File: config.mk
export PLATFORM = sky130hd
export DESIGN_NAME = decode
export DESIGN_NICKNAME = d
export VERILOG_FILES = /design/src/decode_pkg.sv /design/src/alu_control.sv /design/src/decode.sv /design/src/main_control.sv /design/src/reg_file.sv
export SDC_FILE = /design/constraint.sdc
export NUM_CORES = 1
export LEC_CHECK = 0
export BUFFER_PORTS_ARGS = -buffer_cell sky130_fd_sc_hd__buf_2
export CORE_UTILIZATION = 55
export CTS_CLUSTER_DIAMETER = 120
export CTS_CLUSTER_SIZE = 12
export DETAILED_ROUTE_END_ITERATION = 6
export GPL_ROUTABILITY_DRIVEN = 0
export MAX_ROUTING_LAYER = met4
export PLACE_DENSITY = 0.83
export SETUP_SLACK_MARGIN = 0.4
export SLEW_MARGIN = 25
export SYNTH_ARGS = -nofsm -noshare
export SYNTH_HDL_FRONTEND = slang
export SYNTH_SLANG_ARGS = --single-unit
File: constraint.sdc
create_clock -name clk -period 2.1 [get_ports clk]
set_clock_uncertainty 0.2 [all_clocks]
set_input_delay 0.105 -clock clk [delete_from_list [all_inputs] [get_ports clk]]
set_output_delay 0.105 -clock clk [all_outputs]
set_load 0.005 [all_outputs]
File: src/decode_pkg.sv
`default_nettype none

package decode_pkg;

    // Instruction word, read as R, I1 or I2 format depending on the opcode
    typedef union packed {
        struct packed {
            logic [4:0] opcode;
            logic [2:0] rs;
            logic [2:0] rt;
            logic [2:0] rd;
            logic [1:0] func;
        } r_fmt;
        struct packed {
            logic [4:0] opcode;
            logic [2:0] rs;
            logic [2:0] rd;
            logic [4:0] imm5;
        } i1_fmt;
        struct packed {
            logic [4:0] opcode;
            logic [2:0] rs;
            logic [7:0] imm8;
        } i2_fmt;
    } instr_t;

    // Opcodes
    localparam logic [4:0] OP_HALT  = 5'b00000;
    localparam logic [4:0] OP_NOP   = 5'b00001;
    localparam logic [4:0] OP_J     = 5'b00100;
    localparam logic [4:0] OP_JAL   = 5'b00110;
    localparam logic [4:0] OP_ADDI  = 5'b01000;
    localparam logic [4:0] OP_SUBI  = 5'b01001;
    localparam logic [4:0] OP_XORI  = 5'b01010;
    localparam logic [4:0] OP_ANDNI = 5'b01011;
    localparam logic [4:0] OP_BEQZ  = 5'b01100;
    localparam logic [4:0] OP_BNEZ  = 5'b01101;
    localparam logic [4:0] OP_BLTZ  = 5'b01110;
    localparam logic [4:0] OP_BGEZ  = 5'b01111;
    localparam logic [4:0] OP_ST    = 5'b10000;
    localparam logic [4:0] OP_LD    = 5'b10001;
    localparam logic [4:0] OP_SLBI  = 5'b10010;
    localparam logic [4:0] OP_ROLI  = 5'b10100;
    localparam logic [4:0] OP_SLLI  = 5'b10101;
    localparam logic [4:0] OP_RORI  = 5'b10110;
    localparam logic [4:0] OP_SRLI  = 5'b10111;
    localparam logic [4:0] OP_LBI   = 5'b11000;
    localparam logic [4:0] OP_SHIFT = 5'b11010;
    localparam logic [4:0] OP_ARITH = 5'b11011;
    localparam logic [4:0] OP_SEQ   = 5'b11100;
    localparam logic [4:0] OP_SLT   = 5'b11101;
    localparam logic [4:0] OP_SLE   = 5'b11110;

    // Destination register select
    localparam logic [1:0] DST_RS = 2'd0;
    localparam logic [1:0] DST_RD = 2'd1;
    localparam logic [1:0] DST_R7 = 2'd2;
    localparam logic [1:0] DST_RT = 2'd3;

    // Immediate extension select
    localparam logic [1:0] IMM_SEXT5 = 2'd0;
    localparam logic [1:0] IMM_SEXT8 = 2'd1;
    localparam logic [1:0] IMM_ZEXT5 = 2'd2;
    localparam logic [1:0] IMM_ZEXT8 = 2'd3;

    // Commands from main control to ALU control
    localparam logic [3:0] CMD_ADD      = 4'd0;
    localparam logic [3:0] CMD_SUBI     = 4'd1;
    localparam logic [3:0] CMD_XOR      = 4'd2;
    localparam logic [3:0] CMD_ANDN     = 4'd3;
    localparam logic [3:0] CMD_ROL      = 4'd4;
    localparam logic [3:0] CMD_SLL      = 4'd5;
    localparam logic [3:0] CMD_ROR      = 4'd6;
    localparam logic [3:0] CMD_SRL      = 4'd7;
    localparam logic [3:0] CMD_RR_ARITH = 4'd8;
    localparam logic [3:0] CMD_RR_SHIFT = 4'd9;
    localparam logic [3:0] CMD_CMP      = 4'd10;
    localparam logic [3:0] CMD_OR       = 4'd11;

    // ALU operations
    localparam logic [2:0] ALU_ROL = 3'd0;
    localparam logic [2:0] ALU_SLL = 3'd1;
    localparam logic [2:0] ALU_ROR = 3'd2;
    localparam logic [2:0] ALU_SRL = 3'd3;
    localparam logic [2:0] ALU_ADD = 3'd4;
    localparam logic [2:0] ALU_OR  = 3'd5;
    localparam logic [2:0] ALU_XOR = 3'd6;
    localparam logic [2:0] ALU_AND = 3'd7;

    // Operand sources
    localparam logic [1:0] SRC_A_RS      = 2'd0;
    localparam logic [1:0] SRC_A_RS_SHL8 = 2'd1;
    localparam logic [1:0] SRC_A_ZERO    = 2'd2;
    localparam logic [1:0] SRC_B_RT      = 2'd0;
    localparam logic [1:0] SRC_B_IMM     = 2'd1;
    localparam logic [1:0] SRC_B_ZERO    = 2'd2;

    // Write-back source
    localparam logic [1:0] WB_ALU = 2'd0;
    localparam logic [1:0] WB_MEM = 2'd1;
    localparam logic [1:0] WB_PC2 = 2'd2;
    localparam logic [1:0] WB_SET = 2'd3;

    // Next PC source
    localparam logic [1:0] PC_SEQ    = 2'd0;
    localparam logic [1:0] PC_BRANCH = 2'd1;
    localparam logic [1:0] PC_JUMP   = 2'd2;

    // Set condition
    localparam logic [1:0] SET_EQ = 2'd0;
    localparam logic [1:0] SET_LT = 2'd1;
    localparam logic [1:0] SET_LE = 2'd2;

endpackage

`default_nettype wire

File: src/alu_control.sv
`timescale 1ns/1ps
`default_nettype none

module alu_control (
    input  wire  [3:0] alu_cmd,
    input  wire  [1:0] func,
    output logic [2:0] alu_op,
    output logic       inv_a,
    output logic       inv_b,
    output logic       cin
);

    always_comb begin
        alu_op = decode_pkg::ALU_ADD;
        inv_a  = 1'b0;
        inv_b  = 1'b0;
        cin    = 1'b0;

        case (alu_cmd)
            decode_pkg::CMD_ADD: alu_op = decode_pkg::ALU_ADD;
            // Immediate minus rs
            decode_pkg::CMD_SUBI: begin
                inv_a = 1'b1;
                cin   = 1'b1;
            end
            // rs minus rt, for the set instructions
            decode_pkg::CMD_CMP: begin
                inv_b = 1'b1;
                cin   = 1'b1;
            end
            decode_pkg::CMD_XOR: alu_op = decode_pkg::ALU_XOR;
            decode_pkg::CMD_ANDN: begin
                alu_op = decode_pkg::ALU_AND;
                inv_b  = 1'b1;
            end
            decode_pkg::CMD_OR:  alu_op = decode_pkg::ALU_OR;
            decode_pkg::CMD_ROL: alu_op = decode_pkg::ALU_ROL;
            decode_pkg::CMD_SLL: alu_op = decode_pkg::ALU_SLL;
            decode_pkg::CMD_ROR: alu_op = decode_pkg::ALU_ROR;
            decode_pkg::CMD_SRL: alu_op = decode_pkg::ALU_SRL;
            decode_pkg::CMD_RR_ARITH: begin
                case (func)
                    2'b00: alu_op = decode_pkg::ALU_ADD;
                    2'b01: begin
                        inv_a = 1'b1;
                        cin   = 1'b1;
                    end
                    2'b10: alu_op = decode_pkg::ALU_XOR;
                    default: begin
                        alu_op = decode_pkg::ALU_AND;
                        inv_b  = 1'b1;
                    end
                endcase
            end
            // Shift codes line up with func
            decode_pkg::CMD_RR_SHIFT: alu_op = {1'b0, func};
            default: alu_op = decode_pkg::ALU_ADD;
        endcase
    end

endmodule

`default_nettype wire

File: src/decode.sv
`timescale 1ns/1ps
`default_nettype none

module decode (
    input  wire         clk,
    input  wire         rst_n,
    input  wire  [15:0] instruction,
    input  wire  [15:0] mem_write_back,
    output logic [1:0]  alu_src_a,
    output logic [1:0]  alu_src_b,
    output logic        sign_alu,
    output logic [1:0]  set_select,
    output logic        alu_res_sel,
    output logic [1:0]  mem_to_reg,
    output logic [1:0]  pc_dec,
    output logic        branch,
    output logic        branch_eqz,
    output logic        branch_gtz,
    output logic        branch_ltz,
    output logic        mem_read,
    output logic        mem_write,
    output logic        control_err,
    output logic        halt,
    output logic        createdump,
    output logic [2:0]  alu_op,
    output logic        inv_a,
    output logic        inv_b,
    output logic        cin,
    output logic [15:0] reg1_data,
    output logic [15:0] reg2_data,
    output logic [15:0] sign_ext_imm
);

    decode_pkg::instr_t instr;
    logic               reg_write;
    logic [1:0]         dst_sel;
    logic [1:0]         imm_sel;
    logic [3:0]         alu_cmd;
    logic [2:0]         write_sel;

    assign instr = instruction;

    main_control u_main_control (
        .opcode      (instr.r_fmt.opcode),
        .reg_write   (reg_write),
        .dst_sel     (dst_sel),
        .imm_sel     (imm_sel),
        .alu_cmd     (alu_cmd),
        .alu_src_a   (alu_src_a),
        .alu_src_b   (alu_src_b),
        .sign_alu    (sign_alu),
        .set_select  (set_select),
        .alu_res_sel (alu_res_sel),
        .mem_to_reg  (mem_to_reg),
        .pc_dec      (pc_dec),
        .branch      (branch),
        .branch_eqz  (branch_eqz),
        .branch_gtz  (branch_gtz),
        .branch_ltz  (branch_ltz),
        .mem_read    (mem_read),
        .mem_write   (mem_write),
        .control_err (control_err),
        .halt        (halt),
        .createdump  (createdump)
    );

    alu_control u_alu_control (
        .alu_cmd (alu_cmd),
        .func    (instr.r_fmt.func),
        .alu_op  (alu_op),
        .inv_a   (inv_a),
        .inv_b   (inv_b),
        .cin     (cin)
    );

    reg_file u_reg_file (
        .clk        (clk),
        .rst_n      (rst_n),
        .read1_sel  (instr.r_fmt.rs),
        .read2_sel  (instr.r_fmt.rt),
        .write_sel  (write_sel),
        .write_data (mem_write_back),
        .write      (reg_write),
        .read1_data (reg1_data),
        .read2_data (reg2_data)
    );

    always_comb begin
        case (dst_sel)
            decode_pkg::DST_RS: write_sel = instr.r_fmt.rs;
            decode_pkg::DST_RD: write_sel = instr.r_fmt.rd;
            decode_pkg::DST_R7: write_sel = 3'd7;
            default:            write_sel = instr.i1_fmt.rd;
        endcase
    end

    always_comb begin
        case (imm_sel)
            decode_pkg::IMM_SEXT5: sign_ext_imm = {{11{instr.i1_fmt.imm5[4]}}, instr.i1_fmt.imm5};
            decode_pkg::IMM_SEXT8: sign_ext_imm = {{8{instr.i2_fmt.imm8[7]}}, instr.i2_fmt.imm8};
            decode_pkg::IMM_ZEXT5: sign_ext_imm = {11'b0, instr.i1_fmt.imm5};
            default:               sign_ext_imm = {8'b0, instr.i2_fmt.imm8};
        endcase
    end

endmodule

`default_nettype wire

File: src/main_control.sv
`timescale 1ns/1ps
`default_nettype none

module main_control (
    input  wire  [4:0] opcode,
    output logic       reg_write,
    output logic [1:0] dst_sel,
    output logic [1:0] imm_sel,
    output logic [3:0] alu_cmd,
    output logic [1:0] alu_src_a,
    output logic [1:0] alu_src_b,
    output logic       sign_alu,
    output logic [1:0] set_select,
    output logic       alu_res_sel,
    output logic [1:0] mem_to_reg,
    output logic [1:0] pc_dec,
    output logic       branch,
    output logic       branch_eqz,
    output logic       branch_gtz,
    output logic       branch_ltz,
    output logic       mem_read,
    output logic       mem_write,
    output logic       control_err,
    output logic       halt,
    output logic       createdump
);

    always_comb begin
        reg_write   = 1'b0;
        dst_sel     = decode_pkg::DST_RS;
        imm_sel     = decode_pkg::IMM_SEXT5;
        alu_cmd     = decode_pkg::CMD_ADD;
        alu_src_a   = decode_pkg::SRC_A_RS;
        alu_src_b   = decode_pkg::SRC_B_RT;
        sign_alu    = 1'b0;
        set_select  = decode_pkg::SET_EQ;
        alu_res_sel = 1'b0;
        mem_to_reg  = decode_pkg::WB_ALU;
        pc_dec      = decode_pkg::PC_SEQ;
        branch      = 1'b0;
        branch_eqz  = 1'b0;
        branch_gtz  = 1'b0;
        branch_ltz  = 1'b0;
        mem_read    = 1'b0;
        mem_write   = 1'b0;
        control_err = 1'b0;
        halt        = 1'b0;

        case (opcode)
            decode_pkg::OP_HALT: halt = 1'b1;
            decode_pkg::OP_NOP: ;
            decode_pkg::OP_ADDI, decode_pkg::OP_SUBI: begin
                reg_write = 1'b1;
                dst_sel   = decode_pkg::DST_RT;
                alu_src_b = decode_pkg::SRC_B_IMM;
                sign_alu  = 1'b1;
                alu_cmd   = (opcode == decode_pkg::OP_ADDI) ? decode_pkg::CMD_ADD
                                                            : decode_pkg::CMD_SUBI;
            end
            decode_pkg::OP_XORI, decode_pkg::OP_ANDNI,
            decode_pkg::OP_ROLI, decode_pkg::OP_SLLI,
            decode_pkg::OP_RORI, decode_pkg::OP_SRLI: begin
                reg_write = 1'b1;
                dst_sel   = decode_pkg::DST_RT;
                imm_sel   = decode_pkg::IMM_ZEXT5;
                alu_src_b = decode_pkg::SRC_B_IMM;
                case (opcode)
                    decode_pkg::OP_XORI:  alu_cmd = decode_pkg::CMD_XOR;
                    decode_pkg::OP_ANDNI: alu_cmd = decode_pkg::CMD_ANDN;
                    decode_pkg::OP_ROLI:  alu_cmd = decode_pkg::CMD_ROL;
                    decode_pkg::OP_SLLI:  alu_cmd = decode_pkg::CMD_SLL;
                    decode_pkg::OP_RORI:  alu_cmd = decode_pkg::CMD_ROR;
                    default:              alu_cmd = decode_pkg::CMD_SRL;
                endcase
            end
            // Address is rs plus the sign-extended offset
            decode_pkg::OP_ST: begin
                mem_write = 1'b1;
                alu_src_b = decode_pkg::SRC_B_IMM;
            end
            decode_pkg::OP_LD: begin
                mem_read   = 1'b1;
                alu_src_b  = decode_pkg::SRC_B_IMM;
                reg_write  = 1'b1;
                dst_sel    = decode_pkg::DST_RT;
                mem_to_reg = decode_pkg::WB_MEM;
            end
            decode_pkg::OP_LBI: begin
                reg_write = 1'b1;
                imm_sel   = decode_pkg::IMM_SEXT8;
                alu_src_a = decode_pkg::SRC_A_ZERO;
                alu_src_b = decode_pkg::SRC_B_IMM;
            end
            decode_pkg::OP_SLBI: begin
                reg_write = 1'b1;
                imm_sel   = decode_pkg::IMM_ZEXT8;
                alu_src_a = decode_pkg::SRC_A_RS_SHL8;
                alu_src_b = decode_pkg::SRC_B_IMM;
                alu_cmd   = decode_pkg::CMD_OR;
            end
            decode_pkg::OP_ARITH, decode_pkg::OP_SHIFT: begin
                reg_write = 1'b1;
                dst_sel   = decode_pkg::DST_RD;
                alu_cmd   = (opcode == decode_pkg::OP_ARITH) ? decode_pkg::CMD_RR_ARITH
                                                             : decode_pkg::CMD_RR_SHIFT;
            end
            decode_pkg::OP_SEQ, decode_pkg::OP_SLT, decode_pkg::OP_SLE: begin
                reg_write   = 1'b1;
                dst_sel     = decode_pkg::DST_RD;
                alu_cmd     = decode_pkg::CMD_CMP;
                sign_alu    = 1'b1;
                alu_res_sel = 1'b1;
                mem_to_reg  = decode_pkg::WB_SET;
                case (opcode)
                    decode_pkg::OP_SEQ: set_select = decode_pkg::SET_EQ;
                    decode_pkg::OP_SLT: set_select = decode_pkg::SET_LT;
                    default:            set_select = decode_pkg::SET_LE;
                endcase
            end
            decode_pkg::OP_BEQZ, decode_pkg::OP_BNEZ,
            decode_pkg::OP_BLTZ, decode_pkg::OP_BGEZ: begin
                branch    = 1'b1;
                pc_dec    = decode_pkg::PC_BRANCH;
                imm_sel   = decode_pkg::IMM_SEXT8;
                alu_src_b = decode_pkg::SRC_B_ZERO;
                // BNEZ is flagged as eqz and ltz together
                branch_eqz = (opcode == decode_pkg::OP_BEQZ) || (opcode == decode_pkg::OP_BNEZ);
                branch_ltz = (opcode == decode_pkg::OP_BLTZ) || (opcode == decode_pkg::OP_BNEZ);
                branch_gtz = (opcode == decode_pkg::OP_BGEZ);
            end
            decode_pkg::OP_J: pc_dec = decode_pkg::PC_JUMP;
            decode_pkg::OP_JAL: begin
                pc_dec     = decode_pkg::PC_JUMP;
                reg_write  = 1'b1;
                dst_sel    = decode_pkg::DST_R7;
                mem_to_reg = decode_pkg::WB_PC2;
            end
            default: control_err = 1'b1;
        endcase
    end

    assign createdump = 1'b0;

    always_comb begin
        a_mem_excl: assert final (!(mem_read && mem_write))
            else $error("mem_read and mem_write both high");
        a_err_no_write: assert final (!(reg_write && control_err))
            else $error("reg_write high on an illegal opcode");
    end

endmodule

`default_nettype wire

File: src/reg_file.sv
`timescale 1ns/1ps
`default_nettype none

module reg_file (
    input  wire         clk,
    input  wire         rst_n,
    input  wire  [2:0]  read1_sel,
    input  wire  [2:0]  read2_sel,
    input  wire  [2:0]  write_sel,
    input  wire  [15:0] write_data,
    input  wire         write,
    output logic [15:0] read1_data,
    output logic [15:0] read2_data
);

    logic [15:0] regs [8];

    always_ff @(posedge clk or negedge rst_n) begin
        if (!rst_n) begin
            for (int i = 0; i < 8; i++) begin
                regs[i] <= 16'h0000;
            end
        end else if (write) begin
            regs[write_sel] <= write_data;
        end
    end

    // No bypass, a write shows up on the reads after the edge
    assign read1_data = regs[read1_sel];
    assign read2_data = regs[read2_sel];

    a_write_known: assert property (
        @(posedge clk) disable iff (!rst_n) !$isunknown(write)
    ) else $error("reg_file write enable is unknown");

endmodule

`default_nettype wire

Word-level counts from Yosys, hierarchy flattened
Cells that the tools add are included.
- latch bits: 0
- word-level logic and storage cells: 121
- memories kept: 0
- ROM bits: 0
- output and inout bits: 75
- memory bits (writable): 0
- bits in registers: 128
- reduce and logical (&&, ||, !) cells: 24
- add/subtract/negate cells: 0
- multiplexer cells: 41
- multiply operators: 0
- div/mod/pow operators: 0
- magnitude comparators: 4
- bitwise gates (word level): 3
- eq/ne operators: 41
- shifts and indexed selects: 0
- operator list (cell ; count):
    $bwmux W128 ; 1
    $bmux W16 S3 ; 2
    $mux W16 ; 5
    $eq A5 B5 Y1 const B ; 13
    $demux W16 S3 ; 1
    $pmux W16 S3 ; 1
    $eq A5 B4 Y1 const B ; 8
    $pmux W3 S9 ; 1
    $reduce_or A25 Y1 ; 1
    $pmux W2 S2 ; 5
    $pmux W4 S5 ; 1
    $pmux W2 S3 ; 3
    $reduce_or A17 Y1 ; 1
    $eq A4 B3 Y1 const B ; 4
    $eq A4 B4 Y1 const B ; 4
    $mux W1 ; 15
    $pmux W3 S5 ; 1
    $reduce_or A5 Y1 ; 3
    $ge A4 B4 Y1 const B ; 3
    $not A3 Y4 ; 3
    $reduce_or A12 Y1 ; 1
    $reduce_or A2 Y1 ; 6
    $eq A5 B3 Y1 const B ; 2
    $pmux W3 S3 ; 1
    other kinds (16) ; 27

Depth between registers and ports, before layout
Gate-level depths: netlist (run 1).
- word-level depth: 11
- gate-level depth with buffers: 9
- gate-level depth less buffers: 6

Hierarchy
From an unflattened synthesis (run 1), not the netlist that was laid out.
- cell total of the unflattened synthesis: 530
- area, all modules: 7877.6 sq um
- by module, submodules not included (module ; times used ; area an instance (sq um) ; cells each ; sequential area each (sq um)):
    reg_file ; 1 ; 7000.5 ; 393 ; 3203.1
    main_control ; 1 ; 539.3 ; 87 ; 0.0
    decode ; 1 ; 206.4 ; 25 ; 0.0
    alu_control ; 1 ; 131.4 ; 25 ; 0.0

Worst setup path after synthesis (run 1)
No wires, ideal clock.
- path kind: in2reg
- start point: input instruction[13]
- end point: register u_reg_file.regs[101] (netlist name)
- setup slack: -0.063 ns
- arrival time: 1.838 ns
- required time: 1.775 ns
- stages on the path: 8
- cell sequence: buf_6 > and2b_4 > o21ai_2 > nand3_4 > o221a_4 > nor3_4 > buf_8 > mux2_4
- word-level cells in the longest chain between the ends: 11
- elaborated cells between the ends (all ways): 33
- those cells by class: order compare: 2; eq/ne: 19; mux: 6; bitwise: 1; reduce/logical: 5
- ends and longest elaborated chain (item ; RTL line ; RTL):
    start: declaration ; decode.sv:7 ; input wire [15:0] instruction,
    $eq A5 B4 Y1 or $eq A5 B5 Y1 (tied branches) ; main_control.sv:49 ; case (opcode)
    $reduce_or A9 Y1 (no source line) or $reduce_or A5 Y1 (tied branches) ; n/a ;
    $pmux W2 S3 ; main_control.sv:49 ;
    $eq A2 B2 Y1, or another cell as far along ; decode.sv:89 ; case (dst_sel)
    $pmux W3 S3 ; decode.sv:89 ;
    $not A3 Y4 (not written as such) ; reg_file.sv:24 ; regs[write_sel] <= write_data;
    $ge A4 B4 Y1 (not written as such) or $lt A4 B1 Y1 (tied branches) ; reg_file.sv:24 ;
    $logic_and A1 B1 Y1 (not written as such) ; reg_file.sv:24 ;
    $mux W16 (not written as such) ; reg_file.sv:24 ;
    $demux W16 S3 ; reg_file.sv:24 ;
    $bwmux W128 ; reg_file.sv:24 ;
    end signal: indexed assignment ; reg_file.sv:24 ;
    end: declaration ; reg_file.sv:16 ; logic [15:0] regs [8];
Several ways; a longest one is shown, not always the timed one.
A chain may end at the register's enable or synchronous reset.

Final worst setup path (run 1)
- start point: register u_reg_file.regs[13] (netlist name)
- end point: output reg1_data[13]
- word-level cells in the longest chain between the ends: 3
- ends and longest elaborated chain (item ; RTL line ; RTL):
    $bmux W16 S3 ; reg_file.sv:29 ; assign read1_data = regs[read1_sel];
    $mux W16 (not written as such) (2 in series) ; reg_file.sv:29 ;
    end: declaration ; decode.sv:29 ; output logic [15:0] reg1_data,
Every way passes these cells. The select of a mux whose other input is x is not followed.

==> summary.md, run 1 <==
| Metric | Value |
|---|---|
| Status | `finished with violations` |
| Failing checks | `setup timing` |
| Pwr dens | `1230 mW/mm^2` |
| Synth Cell Area | `0.00798 mm^2` |
| Gr usage total | `0.364` |
| Sequential fraction of the synthesis area | `0.401` |
| Drt pass-1 iters | `5` |
| Reg with most FFs | `u_reg_file.regs` |
| First DRT Iteration DRCs | `678` |
| RSZ-0062 raised after global routing | `yes` |
| Design Area, Final | `0.0113 mm^2` |
| Post-Syn Nets | `565` |
| Setup TNS | `-0.181 ns` |
| Number of global-route vias before repair | `6383` |
| Clock Latency Late Sink | `0.43 ns` |
| Top flop regs | `u_reg_file.regs: 128 flops` |
| Critical Path Start | `u_reg_file.regs[13]` |
| Vias/cell | `6.66` |
| Row cnt | `43` |
| Clock buffer count from CTS | `17` |
| DP Area | `0.00903 mm^2` |
| Share of cells above drive strength 1 | `0.707` |
| Flop-to-flop setup slack | `0.85 ns` |
| CP Capture Type | `output port` |
| Max VDD drop | `0.933 mV` |
| YS warnings | `0` |
| Cell family with most CP delay | `multiplexers` |
| EDFF count, synth | `0` |
| First-pass GRT wire length | `37800 um` |
| Commonest cells after routing, fill and taps aside | `mux2_4 (160), dfrtp_1 (126), buf_4 (75)` |
| Global route total overflow | `0` |
| CP max stage delay | `0.55 ns` |
| TritonCTS clock tree | `done` |
| WS Path Type | `flop to output port` |
| Die height | `122 um` |
| Leakage Power | `5.35 nW` |
| Vias | `6270` |
| Die area | `0.0150 mm^2` |
| Number of flip-flops in the largest register | `128` |
| Max cap viols | `0` |
| Routed WL per cell | `28.9 um` |
| Area grow syn2layout | `42.1%` |
| Post-route setup slack | `-0.0639 ns` |
| Top cell type's share of synthesized area | `0.401` |
| Dpl hpwl | `13300 um` |
| Ys async rst share | `1.00` |
| H-tree depth | `4` |
| Synth cell types | `54` |
| Clk sink count | `128` |
| Final wirelength | `27200 um` |
| Hold Fails Final Rpt | `0` |
| Crit start category | `flop` |
| Hold Crit Start | `instruction[0]` |
| Pin count of the biggest net entering global routing | `41` |
| Synthesis-stage register bit count | `128` |
| Worst Hold Class | `input pin to output port` |
| Crit path depth | `3` |
| Post-DRT Antenna Nets | `0` |
| Reg2Reg Launch Point | `u_reg_file.regs[14]` |
| Syn Area/Cell | `15.0 um^2` |
| Antenna diodes | `0` |
| Reg clk slew, reported paths | `0.06 ns` |
| Setup violators final | `8` |
| Worst R2R End | `u_reg_file.regs[14]` |
| Commonest non-fill, non-tap cell in the layout | `mux2_4` |
| Ports | `109` |
| Clk buf depth | `2` |
| CP Capture Point | `reg1_data[13]` |
| Worst path buffer plus inverter count | `1` |
| Arrival time worst endpoint | `1.86 ns` |
| CORE AREA | `0.0140 mm^2` |
| WP data required | `1.79 ns` |
| Die Wd | `122 um` |
| Worst-path cell chain | `mux4_2 > mux2_4 > buf_6` |
| Port Buf Inserts | `107` |
| Critical-path top delay cell | `mux4_2` |
| Placed insts | `828` |
| Worst-path fanout max | `3` |
| Fin. max-slew vios | `0` |
| Starting density of the core | `0.568` |
| Final cell count without fillers | `942` |
| Initial antenna violation count | `0` |
| Area contributors post-synth | `dfrtp_1 (40%), mux4_2 (18%), mux2_2 (11%), mux2_4 (11%), mux2_1 (2.8%)` |
| Top FF cell, synth | `dfrtp_1` |
| Max Clock Freq | `462 MHz` |
| Layout Nets | `783` |
| Post-Syn Instances | `531` |
| Final period utilization | `1.03` |
| Worst reg-to-reg path cell count | `3` |
| DRC | `0` |
| CTS root buffer | `clkbuf_16` |
| Largest area contributor in the netlist | `dfrtp_1` |
| Minimum clock period | `2.16 ns` |
[kinds of logic (layout without fill, tap and decap cells)]
logic type,count (synthesis),after routing,synth area share
multiplexers,224,224,0.435
AO/OA/AOI/OAI,48,48,0.0563
other,1,1,0.000470
XOR/XNOR,1,1,0.00110
flip-flops,128,128,0.401
buffers and inverters,59,290,0.0461
AND/OR/NAND/NOR,70,70,0.0602
[worst min-delay path by stage]
stage                                      end  slack [ns]  depth (start not counted)
after global placement    u_reg_file.regs[124]       -0.15                          1
after global routing           sign_ext_imm[0]        0.24                          2
after floorplan             u_reg_file.regs[0]       -0.39                          0
final                          sign_ext_imm[0]        0.23                          2
after detailed placement   u_reg_file.regs[27]       -0.14                          1
after CTS                      sign_ext_imm[0]        0.23                          2
[cell usage after synthesis (2+ instances only)]
cell,number
nand2_1,21
a2bb2oi_4,2
mux4_2,64
nor2_1,10
nand3_1,2
o21ai_2,2
o221a_4,2
o21ai_0,9
nor4_1,2
o22ai_1,5
and2b_4,2
o21ai_1,2
mux2_2,80
and3_1,3
nor3_1,5
buf_4,15
o21a_1,2
nor3_4,4
buf_2,12
dfrtp_1,128
a21oi_1,7
o221ai_4,2
nand3_4,5
mux2_4,60
a211oi_1,2
buf_8,2
buf_6,7
mux2_1,20
nand2b_1,4
or2_2,2
inv_1,6
a2bb2oi_2,2
buf_1,2
clkbuf_1,15
nor2b_1,4
[through the flow]
stage	total power [mW]	util	setup slack, ns	hold WS [ns]
after floorplan	7.26	-	-0.0102	-0.391
after global placement	8.21	0.643	-0.125	-0.149
after detailed placement	8.54	0.643	-0.223	-0.136
after CTS	12.8	0.774	-0.0134	0.227
after global routing	14.4	0.808	-0.0672	0.244
final	14.0	0.808	-0.0639	0.227
[final cells by class]
class | instances | area (um^2)
fill | 683 | 2700
clock buffer | 21 | 470
sequential | 128 | 3210
tap | 180 | 225
multi-input combinational | 344 | 4930
inverter | 6 | 22.5
clock inverter | 11 | 153
timing repair buffer | 252 | 2330
[what timing repair did]
item | 4_1_cts | 5_1_grt
hold buffers | 18 | 0
endpoints found under the setup margin | 168 | 171
pin swaps | 16 | 16
setup buffers | 37 | 23
resized for setup | 143 | 73
gates cloned | 4 | 0
hold endpoints to repair | 256 | 0
[worst register-to-register path, stage by stage (launching register included)]
cell and delay, ns:
dfrtp_1 0.40, buf_4 0.15, buf_4 0.13, mux2_4 0.26
[per-layer routing]
layer	vias to the layer above	GRT usage	wire, um
met5	-	-	0
met3	107	0.0832	2280
li1	2473	-	-
met4	0	0.205	1240
met2	459	0.567	13700
met1	3231	0.437	10000
[power by group]
group | switching [mW] | internal [mW] | leakage (nW) | total, mW
sequential | 1.19 | 3.62 | 1.53 | 4.81
clock | 1.18 | 1.97 | 0.296 | 3.15
combinational | 1.91 | 4.11 | 3.52 | 6.02
(Power assumes the default switching activity.)
==> run 2: changes to the inputs <==
- CORE_UTILIZATION: 55 -> 53
- SYNTH_HIERARCHICAL: not set -> 1
- clock period: 2.1 -> 1.85 ns (I/O delays scaled with it)
==> summary.md, run 2 <==
| Metric | Value |
|---|---|
| Hold Fails Final Rpt | `19 (was 0)` |
| Vias | `6665 (was 6270)` |
| Final design utilization | `0.774 (was 0.808)` |
| Worst R2R End | `u_reg_file/regs[122] (was u_reg_file.regs[14])` |
| Initial antenna violation count | `0 (unchanged)` |
| Reg clk slew, reported paths | `0.07 ns (was 0.06 ns)` |
| Relative slew slack | `0.585` |
| Number of global-route vias before repair | `6284 (was 6383)` |
| Final wirelength | `28500 um (was 27200 um)` |
| Starting density of the core | `0.542 (was 0.568)` |
| Worst-Margin Slew | `0.618 ns` |
| Largest area contributor in the netlist | `dfrtp_1 (unchanged)` |
| Leakage Power | `5.19 nW (was 5.35 nW)` |
| Fin. max-slew vios | `0 (unchanged)` |
| Flop-to-flop setup slack | `0.56 ns (was 0.85 ns)` |
| Final cell count without fillers | `957 (was 942)` |
| First-pass GRT wire length | `37000 um (was 37800 um)` |
| Share of cells above drive strength 1 | `0.727 (was 0.707)` |
| Pre-CTS WS | `-0.873 ns (was -0.223 ns)` |
| DRC | `1 (was 0)` |
| Drt pass-1 iters | `7 (was 5)` |
| Commonest cells after routing, fill and taps aside | `dfrtp_1 (128), mux2_4 (102), buf_4 (90) (was mux2_4 (160), dfrtp_1 (126), buf_4 (75))` |
| Minimum clock period | `2.33 ns` |
| Number of flip-flops in the largest register | `128 (unchanged)` |
| Dpl hpwl | `13100 um (was 13300 um)` |
| Clock buffer count from CTS | `17 (unchanged)` |
| Global route total overflow | `0 (unchanged)` |
| YS warnings | `6 (was 0)` |
| Layout Nets | `794 (was 783)` |
| Clock Latency Late Sink | `0.41 ns (was 0.43 ns)` |
| Area grow syn2layout | `42.8% (was 42.1%)` |
| Antenna diodes | `0 (unchanged)` |
| Max VDD drop | `0.825 mV (was 0.933 mV)` |
| Synthesis-stage register bit count | `128 (unchanged)` |
| Top cell type's share of synthesized area | `0.407 (was 0.401)` |
| Top flop regs | `u_reg_file/regs: 128 flops (was u_reg_file.regs: 128 flops)` |
| Die Wd | `124 um (was 122 um)` |
| Post-DRT Antenna Nets | `0 (unchanged)` |
| WS Path Type | `input pin to flop (was flop to output port)` |
| Crit start category | `input pin (was flop)` |
| Die area | `0.0154 mm^2 (was 0.0150 mm^2)` |
| Most numerous cell in the Yosys netlist | `mux2_2 (was dfrtp_1)` |
| RSZ-0062 raised after global routing | `yes (unchanged)` |
| WP data required | `1.94 ns (was 1.79 ns)` |
| Clk buf depth | `2 (unchanged)` |
| Post-Syn Instances | `530 (was 531)` |
| Setup violators final | `177 (was 8)` |
| Synth cell types | `54 (unchanged)` |
| CORE AREA | `0.0145 mm^2 (was 0.0140 mm^2)` |
| Placed insts | `828 (unchanged)` |
| Final period utilization | `1.26` |
| Pin count of the biggest net entering global routing | `46 (was 41)` |
| Arrival time worst endpoint | `2.42 ns (was 1.86 ns)` |
| Hold_ws | `-0.0716 ns (was 0.227 ns)` |
| Pwr dens | `1450 mW/mm^2 (was 1230 mW/mm^2)` |
| Routed WL per cell | `29.8 um (was 28.9 um)` |
| CTS root buffer | `clkbuf_16 (unchanged)` |
| Reg with most FFs | `u_reg_file/regs (was u_reg_file.regs)` |
| Gr usage total | `0.347 (was 0.364)` |
| Row cnt | `44 (was 43)` |
| EDFF count, synth | `0 (unchanged)` |
| Worst-path fanout max | `6 (was 3)` |
| Commonest non-fill, non-tap cell in the layout | `dfrtp_1 (was mux2_4)` |
| DP Area | `0.00908 mm^2 (was 0.00903 mm^2)` |
| Failing checks | `DRC, hold timing, setup timing (was setup timing)` |
| Sequential fraction of the synthesis area | `0.407 (was 0.401)` |
| Post-Syn Nets | `564 (was 565)` |
| Ports | `109 (unchanged)` |
| Max Clock Freq | `429 MHz` |
| Synth cell count leaders | `mux2_2 (160), dfrtp_1 (128), mux4_1 (56) (was dfrtp_1 (128), mux2_2 (80), mux4_2 (64))` |
| Design Area, Final | `0.0112 mm^2 (was 0.0113 mm^2)` |
| Syn Area/Cell | `14.9 um^2 (was 15.0 um^2)` |
| First DRT Iteration DRCs | `821 (was 678)` |
| TritonCTS clock tree | `done (unchanged)` |
| Ys async rst share | `1.00 (unchanged)` |
| H-tree depth | `4 (unchanged)` |
| Status | `finished with violations (unchanged)` |
| CP Capture Type | `flop (was output port)` |
| Port Buf Inserts | `107 (unchanged)` |
| Area contributors post-synth | `dfrtp_1 (41%), mux2_2 (23%), mux4_1 (19%), mux4_2 (2.3%), buf_4 (2.2%) (was dfrtp_1 (40%), mux4_2 (18%), mux2_2 (11%), mux2_4 (11%), mux2_1 (2.8%))` |
| Max cap viols | `0 (unchanged)` |
| Reg2Reg Launch Point | `u_reg_file/regs[122] (was u_reg_file.regs[14])` |
| # hold bufs at CTS | `17 (was 18)` |
| Top FF cell, synth | `dfrtp_1 (unchanged)` |
| Clk sink count | `128 (unchanged)` |
| Die height | `124 um (was 122 um)` |
| Synth Cell Area | `0.00788 mm^2 (was 0.00798 mm^2)` |
| Worst Hold Class | `input pin to async pin (was input pin to output port)` |
| Worst reg-to-reg path cell count | `3 (unchanged)` |
| Post-route setup slack | `-0.482 ns (was -0.0639 ns)` |
| Vias/cell | `6.96 (was 6.66)` |
run 2: changes by cell type after synthesis, moves of 6 or more:
cell and change:
mux4_2 -56, mux2_4 -59, mux2_2 +80, mux4_1 +56, mux2_1 -18, nand2_1 -12
buf_4 +8, clkbuf_1 -10, nor2_1 +6
run 2: area by class of cell:
type                    instances  area, um^2
multi-input cells             337        4720
fillers                       706        3290
flip-flops and latches        128        3200
clock buffers                  18         439
inverters                       7        31.3
well taps                     184         230
repair buffers                269        2460
clock inverters                14         164
run 2: critical path, stage by stage:
cell and delay [ns]:
buf_8 0.11, buf_6 0.11, nor2b_4 0.12, o211ai_1 0.21
nand3b_1 0.18, buf_6 0.17, o22a_1 0.21, buf_12 0.15
nor4b_4 0.29, buf_6 0.17, buf_6 0.12, buf_12 0.14
mux2_4 0.34
run 2: how the worst max path moves through the flow:
stage	from	depth (start not counted)	to	slack (ns)
6_report	instruction[11]	13	u_reg_file/regs[124]	-0.48
3_3_place_gp	instruction[11]	9	u_reg_file/regs[91]	-0.81
4_1_cts	instruction[11]	10	u_reg_file/regs[120]	-0.35
3_5_place_dp	instruction[11]	9	u_reg_file/regs[53]	-0.87
2_1_floorplan	instruction[13]	10	u_reg_file/regs[112]	-0.66
5_1_grt	instruction[11]	12	u_reg_file/regs[93]	-0.53
run 2: kinds of logic (layout without fill, tap and decap cells):
logic type	count (synthesis)	in the layout	share of synthesized area
multiplexers	229	229	0.446
flip-flops	128	128	0.407
AND/OR/NAND/NOR	68	68	0.0570
buffers and inverters	65	308	0.0554
AO/OA/AOI/OAI	37	37	0.0326
XOR/XNOR	2	2	0.00222
other	1	1	0.000476
run 2: power by group:
group / internal (mW) / switching, mW / leakage [nW]
Sequential: 4.19 / 1.50 / 1.53
Clock: 2.15 / 1.34 / 0.292
Combinational: 4.78 / 2.41 / 3.37
Total: 11.1 / 5.24 / 5.19
run 2: timing repair:
item,4_1_cts,5_1_grt
cloned,5,0
setup endpoints to repair,182,183
buffers inserted,39,36
pin swaps,14,21
hold endpoints to repair,256,19
gates resized for setup,171,98
run 2: through the flow:
step	TNS (ns)	hold slack, ns	total power [mW]
global placement	-96.09	-0.199	9.38
CTS	-35.03	-0.0674	14.9
floorplan	-59.57	-0.403	8.22
detailed placement	-102.05	-0.191	9.82
global route	-58.27	-0.0448	16.8
finish	-54.42	-0.0716	16.4
run 2: routing by layer:
layer	wire, um	track usage
met1	10100	0.420
met2	13900	0.558
met3	2740	0.0591
met4	1810	0.184
met5	0	-
